[config.mk]
export PLATFORM = sky130hd
export DESIGN_NAME = glb_strm_top
export DESIGN_NICKNAME = d
export VERILOG_FILES = /design/src/verilog/glb_strm_pkg.sv /design/src/verilog/glb_bank.sv /design/src/verilog/glb_cfg_ctrl.sv /design/src/verilog/glb_strm_router.sv /design/src/verilog/glb_strm_top.sv /design/src/verilog/glb_tile_core.sv
export SDC_FILE = /design/constraint.sdc
export NUM_CORES = 2
export LEC_CHECK = 0
export ABC_CLOCK_PERIOD_IN_PS = 5300
export BUFFER_PORTS_ARGS = -buffer_cell sky130_fd_sc_hd__buf_2
export CAP_MARGIN = 20
export CORE_MARGIN = 1.5
export CORE_UTILIZATION = 40
export CTS_BUF_LIST = sky130_fd_sc_hd__clkbuf_8
export CTS_CLUSTER_SIZE = 30
export DETAILED_ROUTE_END_ITERATION = 16
export PLACE_DENSITY = 0.67
export SLEW_MARGIN = 20
export SYNTH_ARGS = -nofsm -noshare
export SYNTH_HDL_FRONTEND = slang
export SYNTH_HIERARCHICAL = 1
export SYNTH_SLANG_ARGS = --single-unit
export TNS_END_PERCENT = 20
[constraint.sdc]
create_clock -name clk -period 5.3 [get_ports clk]
set_input_delay 1.06 -clock clk [delete_from_list [all_inputs] [get_ports clk]]
set_output_delay 1.06 -clock clk [all_outputs]
set_load 0.02 [all_outputs]
[src/verilog/glb_strm_pkg.sv]
package glb_strm_pkg;

    // fabric size
    localparam int NUM_TILES       = 2;
    localparam int TILE_ID_WIDTH   = 1;

    // bank holds 64 words of packet data width
    localparam int BANK_ADDR_WIDTH = 6;
    localparam int DATA_WIDTH      = 16;

    // configuration bus
    localparam int AXIL_ADDR_WIDTH = 4;
    localparam int AXIL_DATA_WIDTH = 32;

    // register map
    localparam logic [AXIL_ADDR_WIDTH-1:0] REG_CTRL      = 4'h0;
    localparam logic [AXIL_ADDR_WIDTH-1:0] REG_TILE_CONN = 4'h4;
    localparam logic [AXIL_ADDR_WIDTH-1:0] REG_PKT_COUNT = 4'h8;

    // AXI response codes
    localparam logic [1:0] AXIL_RESP_OKAY   = 2'b00;
    localparam logic [1:0] AXIL_RESP_SLVERR = 2'b10;

    typedef enum logic {
        OP_WR = 1'b0,
        OP_RD = 1'b1
    } glb_op_e;

    // 26-bit stream packet
    typedef struct packed {
        logic                       valid;
        glb_op_e                    op;
        logic [TILE_ID_WIDTH-1:0]   tile_id;
        logic [BANK_ADDR_WIDTH-1:0] bank_addr;
        logic [DATA_WIDTH-1:0]      data;
        logic                       served;
    } packet_t;

    typedef struct packed {
        logic                         awvalid;
        logic [AXIL_ADDR_WIDTH-1:0]   awaddr;
        logic                         wvalid;
        logic [AXIL_DATA_WIDTH-1:0]   wdata;
        logic [AXIL_DATA_WIDTH/8-1:0] wstrb;
        logic                         bready;
        logic                         arvalid;
        logic [AXIL_ADDR_WIDTH-1:0]   araddr;
        logic                         rready;
    } axil_req_t;

    typedef struct packed {
        logic                       awready;
        logic                       wready;
        logic                       bvalid;
        logic [1:0]                 bresp;
        logic                       arready;
        logic                       rvalid;
        logic [AXIL_DATA_WIDTH-1:0] rdata;
        logic [1:0]                 rresp;
    } axil_rsp_t;

    typedef enum logic [1:0] {
        IDLE       = 2'd0,
        WRITE_RESP = 2'd1,
        READ_RESP  = 2'd2
    } axil_state_e;

endpackage

[src/verilog/glb_bank.sv]
module glb_bank (
    input  logic                                   clk,
    input  logic                                   clk_en,
    input  logic [glb_strm_pkg::BANK_ADDR_WIDTH-1:0] addr,
    input  logic                                   wr_en,
    input  logic [glb_strm_pkg::DATA_WIDTH-1:0]      wr_data,
    output logic [glb_strm_pkg::DATA_WIDTH-1:0]      rd_data
);
    import glb_strm_pkg::*;

    // 64 x 16 word array
    logic [DATA_WIDTH-1:0] mem [2**BANK_ADDR_WIDTH];

    always_ff @(posedge clk) begin
        if (clk_en) begin
            if (wr_en) begin
                mem[addr] <= wr_data;
            end
            // read before write on the same address
            rd_data <= mem[addr];
        end
    end

endmodule

[src/verilog/glb_cfg_ctrl.sv]
module glb_cfg_ctrl (
    input  logic                                clk,
    input  logic                                reset,
    input  glb_strm_pkg::axil_req_t             axil_req,
    output glb_strm_pkg::axil_rsp_t             axil_rsp,
    input  logic                                pkt_returned,
    output logic                                clk_en,
    output logic [2*glb_strm_pkg::NUM_TILES-1:0] tile_conn
);
    import glb_strm_pkg::*;

    axil_state_e                state;
    logic                       en_q;
    logic [AXIL_DATA_WIDTH-1:0] pkt_count;

    // read mux, sampled when the read address is accepted
    logic [AXIL_DATA_WIDTH-1:0] rd_word;
    logic [1:0]                 rd_resp;

    always_comb begin
        rd_word = '0;
        rd_resp = AXIL_RESP_OKAY;
        case (axil_req.araddr)
            REG_CTRL: begin
                rd_word[0] = en_q;
            end
            REG_TILE_CONN: begin
                rd_word[2*NUM_TILES-1:0] = tile_conn;
            end
            REG_PKT_COUNT: begin
                rd_word = pkt_count;
            end
            default: begin
                rd_resp = AXIL_RESP_SLVERR;
            end
        endcase
    end

    // one transaction at a time
    // ready pulses on acceptance, valid rises the cycle after
    always_ff @(posedge clk or posedge reset) begin
        if (reset) begin
            state     <= IDLE;
            axil_rsp  <= '0;
            en_q      <= 1'b0;
            tile_conn <= '0;
        end else begin
            case (state)
                IDLE: begin
                    if (axil_req.awvalid && axil_req.wvalid) begin
                        axil_rsp.awready <= 1'b1;
                        axil_rsp.wready  <= 1'b1;
                        axil_rsp.bresp   <= AXIL_RESP_OKAY;
                        case (axil_req.awaddr)
                            REG_CTRL: begin
                                if (axil_req.wstrb[0]) begin
                                    en_q <= axil_req.wdata[0];
                                end
                            end
                            REG_TILE_CONN: begin
                                if (axil_req.wstrb[0]) begin
                                    tile_conn <= axil_req.wdata[2*NUM_TILES-1:0];
                                end
                            end
                            REG_PKT_COUNT: begin
                                // read only, write dropped
                            end
                            default: begin
                                axil_rsp.bresp <= AXIL_RESP_SLVERR;
                            end
                        endcase
                        state <= WRITE_RESP;
                    end else if (axil_req.arvalid) begin
                        axil_rsp.arready <= 1'b1;
                        axil_rsp.rdata   <= rd_word;
                        axil_rsp.rresp   <= rd_resp;
                        state            <= READ_RESP;
                    end
                end
                WRITE_RESP: begin
                    if (axil_rsp.awready) begin
                        // first cycle after acceptance
                        axil_rsp.awready <= 1'b0;
                        axil_rsp.wready  <= 1'b0;
                        axil_rsp.bvalid  <= 1'b1;
                    end else if (axil_rsp.bvalid && axil_req.bready) begin
                        axil_rsp.bvalid <= 1'b0;
                        state           <= IDLE;
                    end
                end
                READ_RESP: begin
                    if (axil_rsp.arready) begin
                        axil_rsp.arready <= 1'b0;
                        axil_rsp.rvalid  <= 1'b1;
                    end else if (axil_rsp.rvalid && axil_req.rready) begin
                        axil_rsp.rvalid <= 1'b0;
                        state           <= IDLE;
                    end
                end
                default: begin
                    state <= IDLE;
                end
            endcase
        end
    end

    // returned packets, only while the pipeline runs
    always_ff @(posedge clk or posedge reset) begin
        if (reset) begin
            pkt_count <= '0;
        end else if (clk_en && pkt_returned && (pkt_count != '1)) begin
            pkt_count <= pkt_count + 1'b1;
        end
    end

    assign clk_en = en_q;

endmodule

[src/verilog/glb_strm_router.sv]
module glb_strm_router #(
    parameter logic [glb_strm_pkg::TILE_ID_WIDTH-1:0] TILE_ID = '0
) (
    input  logic                  clk,
    input  logic                  clk_en,
    input  logic                  reset,
    input  glb_strm_pkg::packet_t w2e_wsti,
    output glb_strm_pkg::packet_t e2w_wsto,
    input  glb_strm_pkg::packet_t e2w_esti,
    output glb_strm_pkg::packet_t w2e_esto,
    output glb_strm_pkg::packet_t to_core,
    input  glb_strm_pkg::packet_t from_core,
    input  logic                  connected_prev,
    input  logic                  connected_next
);
    import glb_strm_pkg::*;

    packet_t w2e_wsti_q;
    packet_t e2w_esti_q;
    packet_t w2e_turned;
    packet_t e2w_turned;
    packet_t w2e_esto_d;
    packet_t e2w_wsto_d;
    packet_t w2e_esto_q;
    packet_t e2w_wsto_q;
    logic    is_even;

    // tile 0 counts as even
    assign is_even = (TILE_ID[0] == 1'b0);

    // neighbor input registers
    always_ff @(posedge clk or posedge reset) begin
        if (reset) begin
            w2e_wsti_q <= '0;
            e2w_esti_q <= '0;
        end else if (clk_en) begin
            w2e_wsti_q <= w2e_wsti;
            e2w_esti_q <= e2w_esti;
        end
    end

    // open edge loops the outgoing register back in
    assign w2e_turned = connected_prev ? w2e_wsti_q : e2w_wsto_q;
    assign e2w_turned = connected_next ? e2w_esti_q : w2e_esto_q;

    // even tile serves eastbound, odd tile serves westbound
    assign to_core    = is_even ? w2e_turned : e2w_turned;
    assign w2e_esto_d = is_even ? from_core  : w2e_turned;
    assign e2w_wsto_d = is_even ? e2w_turned : from_core;

    // output registers toward the neighbors
    always_ff @(posedge clk or posedge reset) begin
        if (reset) begin
            w2e_esto_q <= '0;
            e2w_wsto_q <= '0;
        end else if (clk_en) begin
            w2e_esto_q <= w2e_esto_d;
            e2w_wsto_q <= e2w_wsto_d;
        end
    end

    assign w2e_esto = w2e_esto_q;
    assign e2w_wsto = e2w_wsto_q;

endmodule

[src/verilog/glb_strm_top.sv]
module glb_strm_top (
    input  logic                    clk,
    input  logic                    reset,
    input  glb_strm_pkg::axil_req_t axil_req,
    output glb_strm_pkg::axil_rsp_t axil_rsp,
    input  glb_strm_pkg::packet_t   strm_in,
    output glb_strm_pkg::packet_t   strm_out
);
    import glb_strm_pkg::*;

    logic                   clk_en;
    logic [2*NUM_TILES-1:0] tile_conn;

    // per-tile stream hops
    packet_t w2e_in   [NUM_TILES];
    packet_t w2e_out  [NUM_TILES];
    packet_t e2w_in   [NUM_TILES];
    packet_t e2w_out  [NUM_TILES];
    packet_t to_core  [NUM_TILES];
    packet_t from_core[NUM_TILES];

    // core to bank
    logic [BANK_ADDR_WIDTH-1:0] bank_addr   [NUM_TILES];
    logic                       bank_wr_en  [NUM_TILES];
    logic [DATA_WIDTH-1:0]      bank_wr_data[NUM_TILES];
    logic [DATA_WIDTH-1:0]      bank_rd_data[NUM_TILES];

    glb_cfg_ctrl u_cfg (
        .clk          (clk),
        .reset        (reset),
        .axil_req     (axil_req),
        .axil_rsp     (axil_rsp),
        .pkt_returned (strm_out.valid),
        .clk_en       (clk_en),
        .tile_conn    (tile_conn)
    );

    // returning packets leave on the west edge of tile 0
    assign strm_out = e2w_out[0];

    for (genvar i = 0; i < NUM_TILES; i++) begin : g_tile
        // west neighbor or host
        if (i == 0) begin : g_west_edge
            assign w2e_in[i] = strm_in;
        end else begin : g_west_link
            assign w2e_in[i] = w2e_out[i-1];
        end

        // east neighbor, last tile has none
        if (i == NUM_TILES - 1) begin : g_east_edge
            assign e2w_in[i] = '0;
        end else begin : g_east_link
            assign e2w_in[i] = e2w_out[i+1];
        end

        glb_strm_router #(
            .TILE_ID (TILE_ID_WIDTH'(i))
        ) u_router (
            .clk            (clk),
            .clk_en         (clk_en),
            .reset          (reset),
            .w2e_wsti       (w2e_in[i]),
            .e2w_wsto       (e2w_out[i]),
            .e2w_esti       (e2w_in[i]),
            .w2e_esto       (w2e_out[i]),
            .to_core        (to_core[i]),
            .from_core      (from_core[i]),
            .connected_prev (tile_conn[2*i]),
            .connected_next (tile_conn[2*i+1])
        );

        glb_tile_core #(
            .TILE_ID (TILE_ID_WIDTH'(i))
        ) u_core (
            .clk          (clk),
            .clk_en       (clk_en),
            .reset        (reset),
            .pkt_in       (to_core[i]),
            .pkt_out      (from_core[i]),
            .bank_addr    (bank_addr[i]),
            .bank_wr_en   (bank_wr_en[i]),
            .bank_wr_data (bank_wr_data[i]),
            .bank_rd_data (bank_rd_data[i])
        );

        glb_bank u_bank (
            .clk     (clk),
            .clk_en  (clk_en),
            .addr    (bank_addr[i]),
            .wr_en   (bank_wr_en[i]),
            .wr_data (bank_wr_data[i]),
            .rd_data (bank_rd_data[i])
        );
    end

endmodule

[src/verilog/glb_tile_core.sv]
module glb_tile_core #(
    parameter logic [glb_strm_pkg::TILE_ID_WIDTH-1:0] TILE_ID = '0
) (
    input  logic                                   clk,
    input  logic                                   clk_en,
    input  logic                                   reset,
    input  glb_strm_pkg::packet_t                  pkt_in,
    output glb_strm_pkg::packet_t                  pkt_out,
    output logic [glb_strm_pkg::BANK_ADDR_WIDTH-1:0] bank_addr,
    output logic                                   bank_wr_en,
    output logic [glb_strm_pkg::DATA_WIDTH-1:0]      bank_wr_data,
    input  logic [glb_strm_pkg::DATA_WIDTH-1:0]      bank_rd_data
);
    import glb_strm_pkg::*;

    logic    tile_hit;
    logic    rd_hit;
    packet_t pkt_q;
    logic    rd_hit_q;

    // packet addressed to this tile
    assign tile_hit = pkt_in.valid && (pkt_in.tile_id == TILE_ID);
    assign rd_hit   = tile_hit && (pkt_in.op == OP_RD);

    // bank side driven straight from the incoming packet
    assign bank_addr    = pkt_in.bank_addr;
    assign bank_wr_en   = tile_hit && (pkt_in.op == OP_WR);
    assign bank_wr_data = pkt_in.data;

    // one stage, lines up with the bank read latency
    always_ff @(posedge clk or posedge reset) begin
        if (reset) begin
            pkt_q    <= '0;
            rd_hit_q <= 1'b0;
        end else if (clk_en) begin
            pkt_q <= pkt_in;
            if (tile_hit) begin
                pkt_q.served <= 1'b1;
            end
            rd_hit_q <= rd_hit;
        end
    end

    // read data comes from the bank output register
    always_comb begin
        pkt_out = pkt_q;
        if (rd_hit_q) begin
            pkt_out.data = bank_rd_data;
        end
    end

endmodule
* After elaboration in Yosys (flattened, before gate mapping) *
Memory sizes are Yosys's and may differ from the RTL's. A register that Yosys moved wholly into a read port is not among the register bits.
Index checks and enable logic that the tools add are counted.

cells by class
  add/subtract/negate cells = 1
  eq/ne operators = 16
  mux-type cells = 36
  bitwise logic cells = 4
  reduce and logical (&&, ||, !) cells = 30

operator list
  kind                                            number
  2-to-1 mux 26 bit                               4
  adder 32 x 1 -> 32 bit (second input constant)  1
  2-to-1 mux 16 bit                               2
  != test 32 bit (second input constant)          1
  2-to-1 mux 28 bit                               1
  2-to-1 mux 2 bit                                9
  2-to-1 mux 1 bit                                15
  logical AND 1 bit                               11
  AND reduction 3 bit                             3
  == test 4 x 3 -> 1 bit (second input constant)  2
  == test 4 bit (second input constant)           2
  zero test 4 bit                                 2
  != test 2 x 1 -> 1 bit (second input constant)  4
  != test 2 bit (second input constant)           4
  AND reduction 2 bit                             4
  AND reduction 4 bit                             2
  nonzero test 2 bit                              4
  one-hot mux 2 bit (3 select lines)              1
  one-hot mux 3 bit (2 select lines)              1
  OR reduction 3 bit                              2
  AND reduction 5 bit                             1
  inverter 1 bit                                  4
  one-hot mux 2 bit (2 select lines)              1
  != test 3 x 2 -> 1 bit (second input constant)  1
  other kinds (5)                                 5

word-level totals
  register bits = 316
  RAM bits = 2048
  output and inout port bits = 67
  word-level logic and storage cells = 157
  memories = 2

memories
  name                  words  width  rd ports  clocked after memory_dff  write ports  RTL line        source
  g_tile[0].u_bank.mem  64     16     1         1                         1            glb_bank.sv:12  logic [DATA_WIDTH-1:0] mem [2**BANK_ADDR_WIDTH];
  g_tile[1].u_bank.mem  64     16     1         1                         1            glb_bank.sv:12

* Depth between registers and ports, before layout *
  depth in word-level cells = 7
  gate-level depth with buffers = 15
  mapped depth without buffers = 7

* Cells and area by module *
Netlist, hierarchy kept.

by module, submodules not included
  module                                 times used  cells each  area each (um^2)  seq. area each (um^2)
  glb_bank                               2           2289        40064.7           31230.0
  glb_strm_router at g_tile[0].u_router  1           307         4411.7            2602.5
  glb_strm_router at g_tile[1].u_router  1           307         4406.7            2602.5
  glb_cfg_ctrl                           1           282         3334.4            1951.9
  glb_tile_core at g_tile[0].u_core      1           115         1491.4            675.6
  glb_tile_core at g_tile[1].u_core      1           115         1488.9            675.6
  glb_strm_top                           1           1           3.8               0.0

* Worst setup path before layout *
OpenSTA, ideal clock, no wires.

  kind = reg-to-reg
  from = reg u_cfg/tile_conn[3] (netlist name)
  to = mem g_tile[1].u_bank.mem[0][0], enable pin
  arrival = 3.219 ns
  required time = 4.912 ns
  setup slack = 1.693 ns
  stages on the path, launching flop included = 12
  path buffers = 7
  cells stage by stage = dfrtp_1 buf_2 buf_2 mux2_2 buf_4 buf_6 nor2_2 buf_2 buf_1 buf_2 nand2_1 nor2_1

RTL lines
  item                      RTL line            source
  start: declaration        glb_cfg_ctrl.sv:8   output logic [2*glb_strm_pkg::NUM_TILES-1:0] tile_conn
  start signal: assignment  glb_cfg_ctrl.sv:62  tile_conn <= axil_req.wdata[2*NUM_TILES-1:0];
  end: declaration          glb_bank.sv:12

==> metrics.txt <==
number of enable flip-flop cells after synthesis=~2,100; Crit. Startpoint=u_cfg/tile_conn[0]$_DFFE_PP0P_; Setup crit end kind=flip-flop; internal power=38.5 mW; WP data required=6.03 ns; min cycle time layout=4.26 ns; Seq/Total Area, Yosys=0.745; Max Freq=0.235 GHz; sw frac=0.378; postcts setup bufs=0; initial antenna violation count=10; worst hold path class=input pin to async pin; Final Skew=0.0988 ns; die width=491 um; Final TNS setup=0 ns; Max Cap Viol=0; area grow syn2layout=11.6%; Residual DRC=0; deepest clock path buffer count=4; via count=54,800; clk sinks=about 2,400; share of cells above drive strength 1=0.206; Reg2Reg Depth=8; Iter 0 DRT Violations=6,273; post-synth top area share=0.656; RSZ-0062 raised after global routing=no; Tot GR Track Use=0.200; maximum vdd drop=0.478 mV; cells taking the most area after synthesis=edfxtp_1, dfrtp_1, mux2_2; global-route wire length before repair=363 mm; DR vias/cell=5.78; leading area contributor after synthesis=edfxtp_1; Initial Util=0.404; DPL Wire Length=146 mm; clock share of power=0.229; Pins Over Slew Limit=0; synthesized flop and latch total=2,420; worst rel slew slack=0.262; kind of critical path=flip-flop to flip-flop; R2R Setup Slk=1.04 ns; Clock Latency Late Sink=1.08 ns; Die Y=between 400 and 500 um; status=finished, final reports clean; vias in the first global route=~54,000; Worst-path clk slew=0.06 ns; most frequent cells in the layout=edfxtp_1, clkbuf_8, a221oi_1, nor2_1, dfrtp_1; routed len/inst=26.0 um; port bufs=110; Post-Syn Area=approximately 0.095 mm2; Pleak=about 36 nW; pwr dens=582 mW/mm2; Startpoint Class=flip-flop; TritonCTS clock tree=done; Top FF cell, synth=edfxtp_1; Synth Warn #=6; synth unique cells=67; CP max FO=35; CTS root buf=clkbuf_8; DRT Pass-1 Iters=6; nets=6,105; share of synthesized flip-flops with an asynchronous set or reset=0.140; Tcrit/Tclk final=0.804; Fin. Hold Viols=0; Critical Path AT=4.99 ns; largest net degree at the start of global routing=87; Final ANT Viol Nets=0; Core ar.=0.236 mm2; GRT overflow=0; H-tree Lvls=5; syn avg cell area=16.7 um2; Syn Inst Count=~5,700; Placement Cell Area=0.0996 mm2; die area=0.241 mm2; num ports=144; cts bufs inserted=380; FP Rows=178; WL final=247 mm; Setup violations, final=0; placer congestion estimate=0.873; Setup crit end=g_tile[0].u_bank/rd_data[8]$_DFFE_PP_; PostCTS Resize Cnt=0; Worst Max-Slew Pin Slew=1.10 ns; Crit Reg-Reg Endpoint=g_tile[0].u_bank/rd_data[8]$_DFFE_PP_; Critical R2R Launch=u_cfg/tile_conn[0]$_DFFE_PP0P_; most common cell after layout, fill and taps aside=edfxtp_1; Comb pwr share=0.358; Design Area, Final=~0.11 mm2; Switch Pwr=23.4 mW; Reg power frac=0.413; CTS hold repair buffers=0
-- layout make-up --
type / instances / area [um2]
Antenna cell: 23 / 57.6
Clock buffer: 407 / 5600
Clock inverter: 248 / 1070
Fill cell: 20300 / 130000
Inverter: 23 / 95.1
Multi-Input combinational cell: 2822 / 21800
Sequential cell: 2420 / 71000
Tap cell: 3150 / 3940
Timing Repair Buffer: 380 / 2750
-- how the worst min path moves through the flow --
stage	from	to	slack (ns)	cells after the start
global placement	u_cfg/axil_rsp[39]$_DFFE_PP0P_	u_cfg/axil_rsp[39]$_DFFE_PP0P_	0.46	1
finish	reset	g_tile[0].u_core/pkt_out[25]$_DFFE_PP0P_	0.16	3
floorplan	g_tile[0].u_router/w2e_wsti_q[10]$_DFFE_PP0P_	g_tile[0].u_router/w2e_wsti_q[10]$_DFFE_PP0P_	0.45	1
global route	reset	g_tile[1].u_core/pkt_out[17]$_DFFE_PP0P_	0.15	3
detailed placement	u_cfg/axil_rsp[39]$_DFFE_PP0P_	u_cfg/axil_rsp[39]$_DFFE_PP0P_	0.47	1
CTS	reset	g_tile[1].u_core/pkt_out[17]$_DFFE_PP0P_	0.08	3
-- power by group through the flow --
stage          logic (mW)  registers [mW]  clock network [mW]
6_report             22.1            25.6                14.2
5_1_grt              23.2            25.7                15.3
4_1_cts              21.9            25.6                14.4
3_5_place_dp         21.8            26.0                   0
3_3_place_gp         21.5            25.9                   0
2_1_floorplan        13.7            25.7                   0
-- registers in the layout (all words and copies together) (netlist names), 20 cells and up --
name / cells
g_tile.u_bank/mem: 2048
g_tile.u_bank/rd_data: 32
g_tile.u_core/pkt_out: 20
g_tile.u_core/pkt_q: 32
g_tile.u_router/e2w_esti_q: 52
g_tile.u_router/e2w_wsto: 52
g_tile.u_router/w2e_esto: 52
g_tile.u_router/w2e_wsti_q: 52
u_cfg/axil_rsp: 39
u_cfg/pkt_count: 32
-- cell usage after synthesis (16+ instances only) --
library cell  number
buf_2            147
nand3_1           35
edfxtp_1        2080
mux2_2           323
clkbuf_1         130
mux4_2            46
and3_1            26
a21oi_1          177
a221oi_1         400
dfrtp_1          340
nor3_1            31
mux2_1           124
nand2_1          131
buf_1             42
nand4_1           24
a22o_1            66
o21ai_0          223
a22oi_1          212
buf_6             43
nor2b_1           16
o22ai_1           97
mux2i_1          199
inv_1             21
nor2_1           399
mux2_4            39
a211oi_1          31
buf_4            102
o21ai_1           16
-- critical path, stage by stage, from the launching register on --
cell      delay (ns)
dfrtp_1         0.55
mux2_8          0.53
nor2b_4         0.38
buf_4           0.33
nand2_1         0.10
o21ai_0         0.14
a221oi_1        0.74
o21ai_0         0.37
or4_1           0.70
-- per-stage QoR --
step                hold slack, ns  instances   util  setup WS (ns)  total power [mW]
finish                       0.156       9473  0.450           1.04              61.9
CTS                         0.0763       9449  0.450           1.15              61.9
detailed placement           0.467       8794  0.422           1.19              47.8
global placement             0.463       8793  0.422           1.19              47.4
floorplan                    0.452       5731      -           1.51              39.3
global route                 0.152       9470  0.450          0.977              64.2
-- logic make-up after synthesis --
kind of cell,share of synthesized area
adder cells (fa/ha/maj),0.000131
buffers and inverters,0.0288
flip-flops,0.745
XOR/XNOR,0.00267
other,0.0000788
AND/OR/NAND/NOR,0.0343
multiplexers,0.0908
AO/OA/AOI/OAI,0.0983
-- per-layer routing --
metal	global-route usage	part of all wire	up-vias	routed length (um)
met5	0	0	-	0
met4	0.0877	0.043	0	10700
met3	0.0371	0.085	548	20900
met2	0.315	0.47	2633	116000
met1	0.270	0.40	28200	98600
li1	-	-	23400	-
No activity file was read; power rests on OpenSTA's default activity.
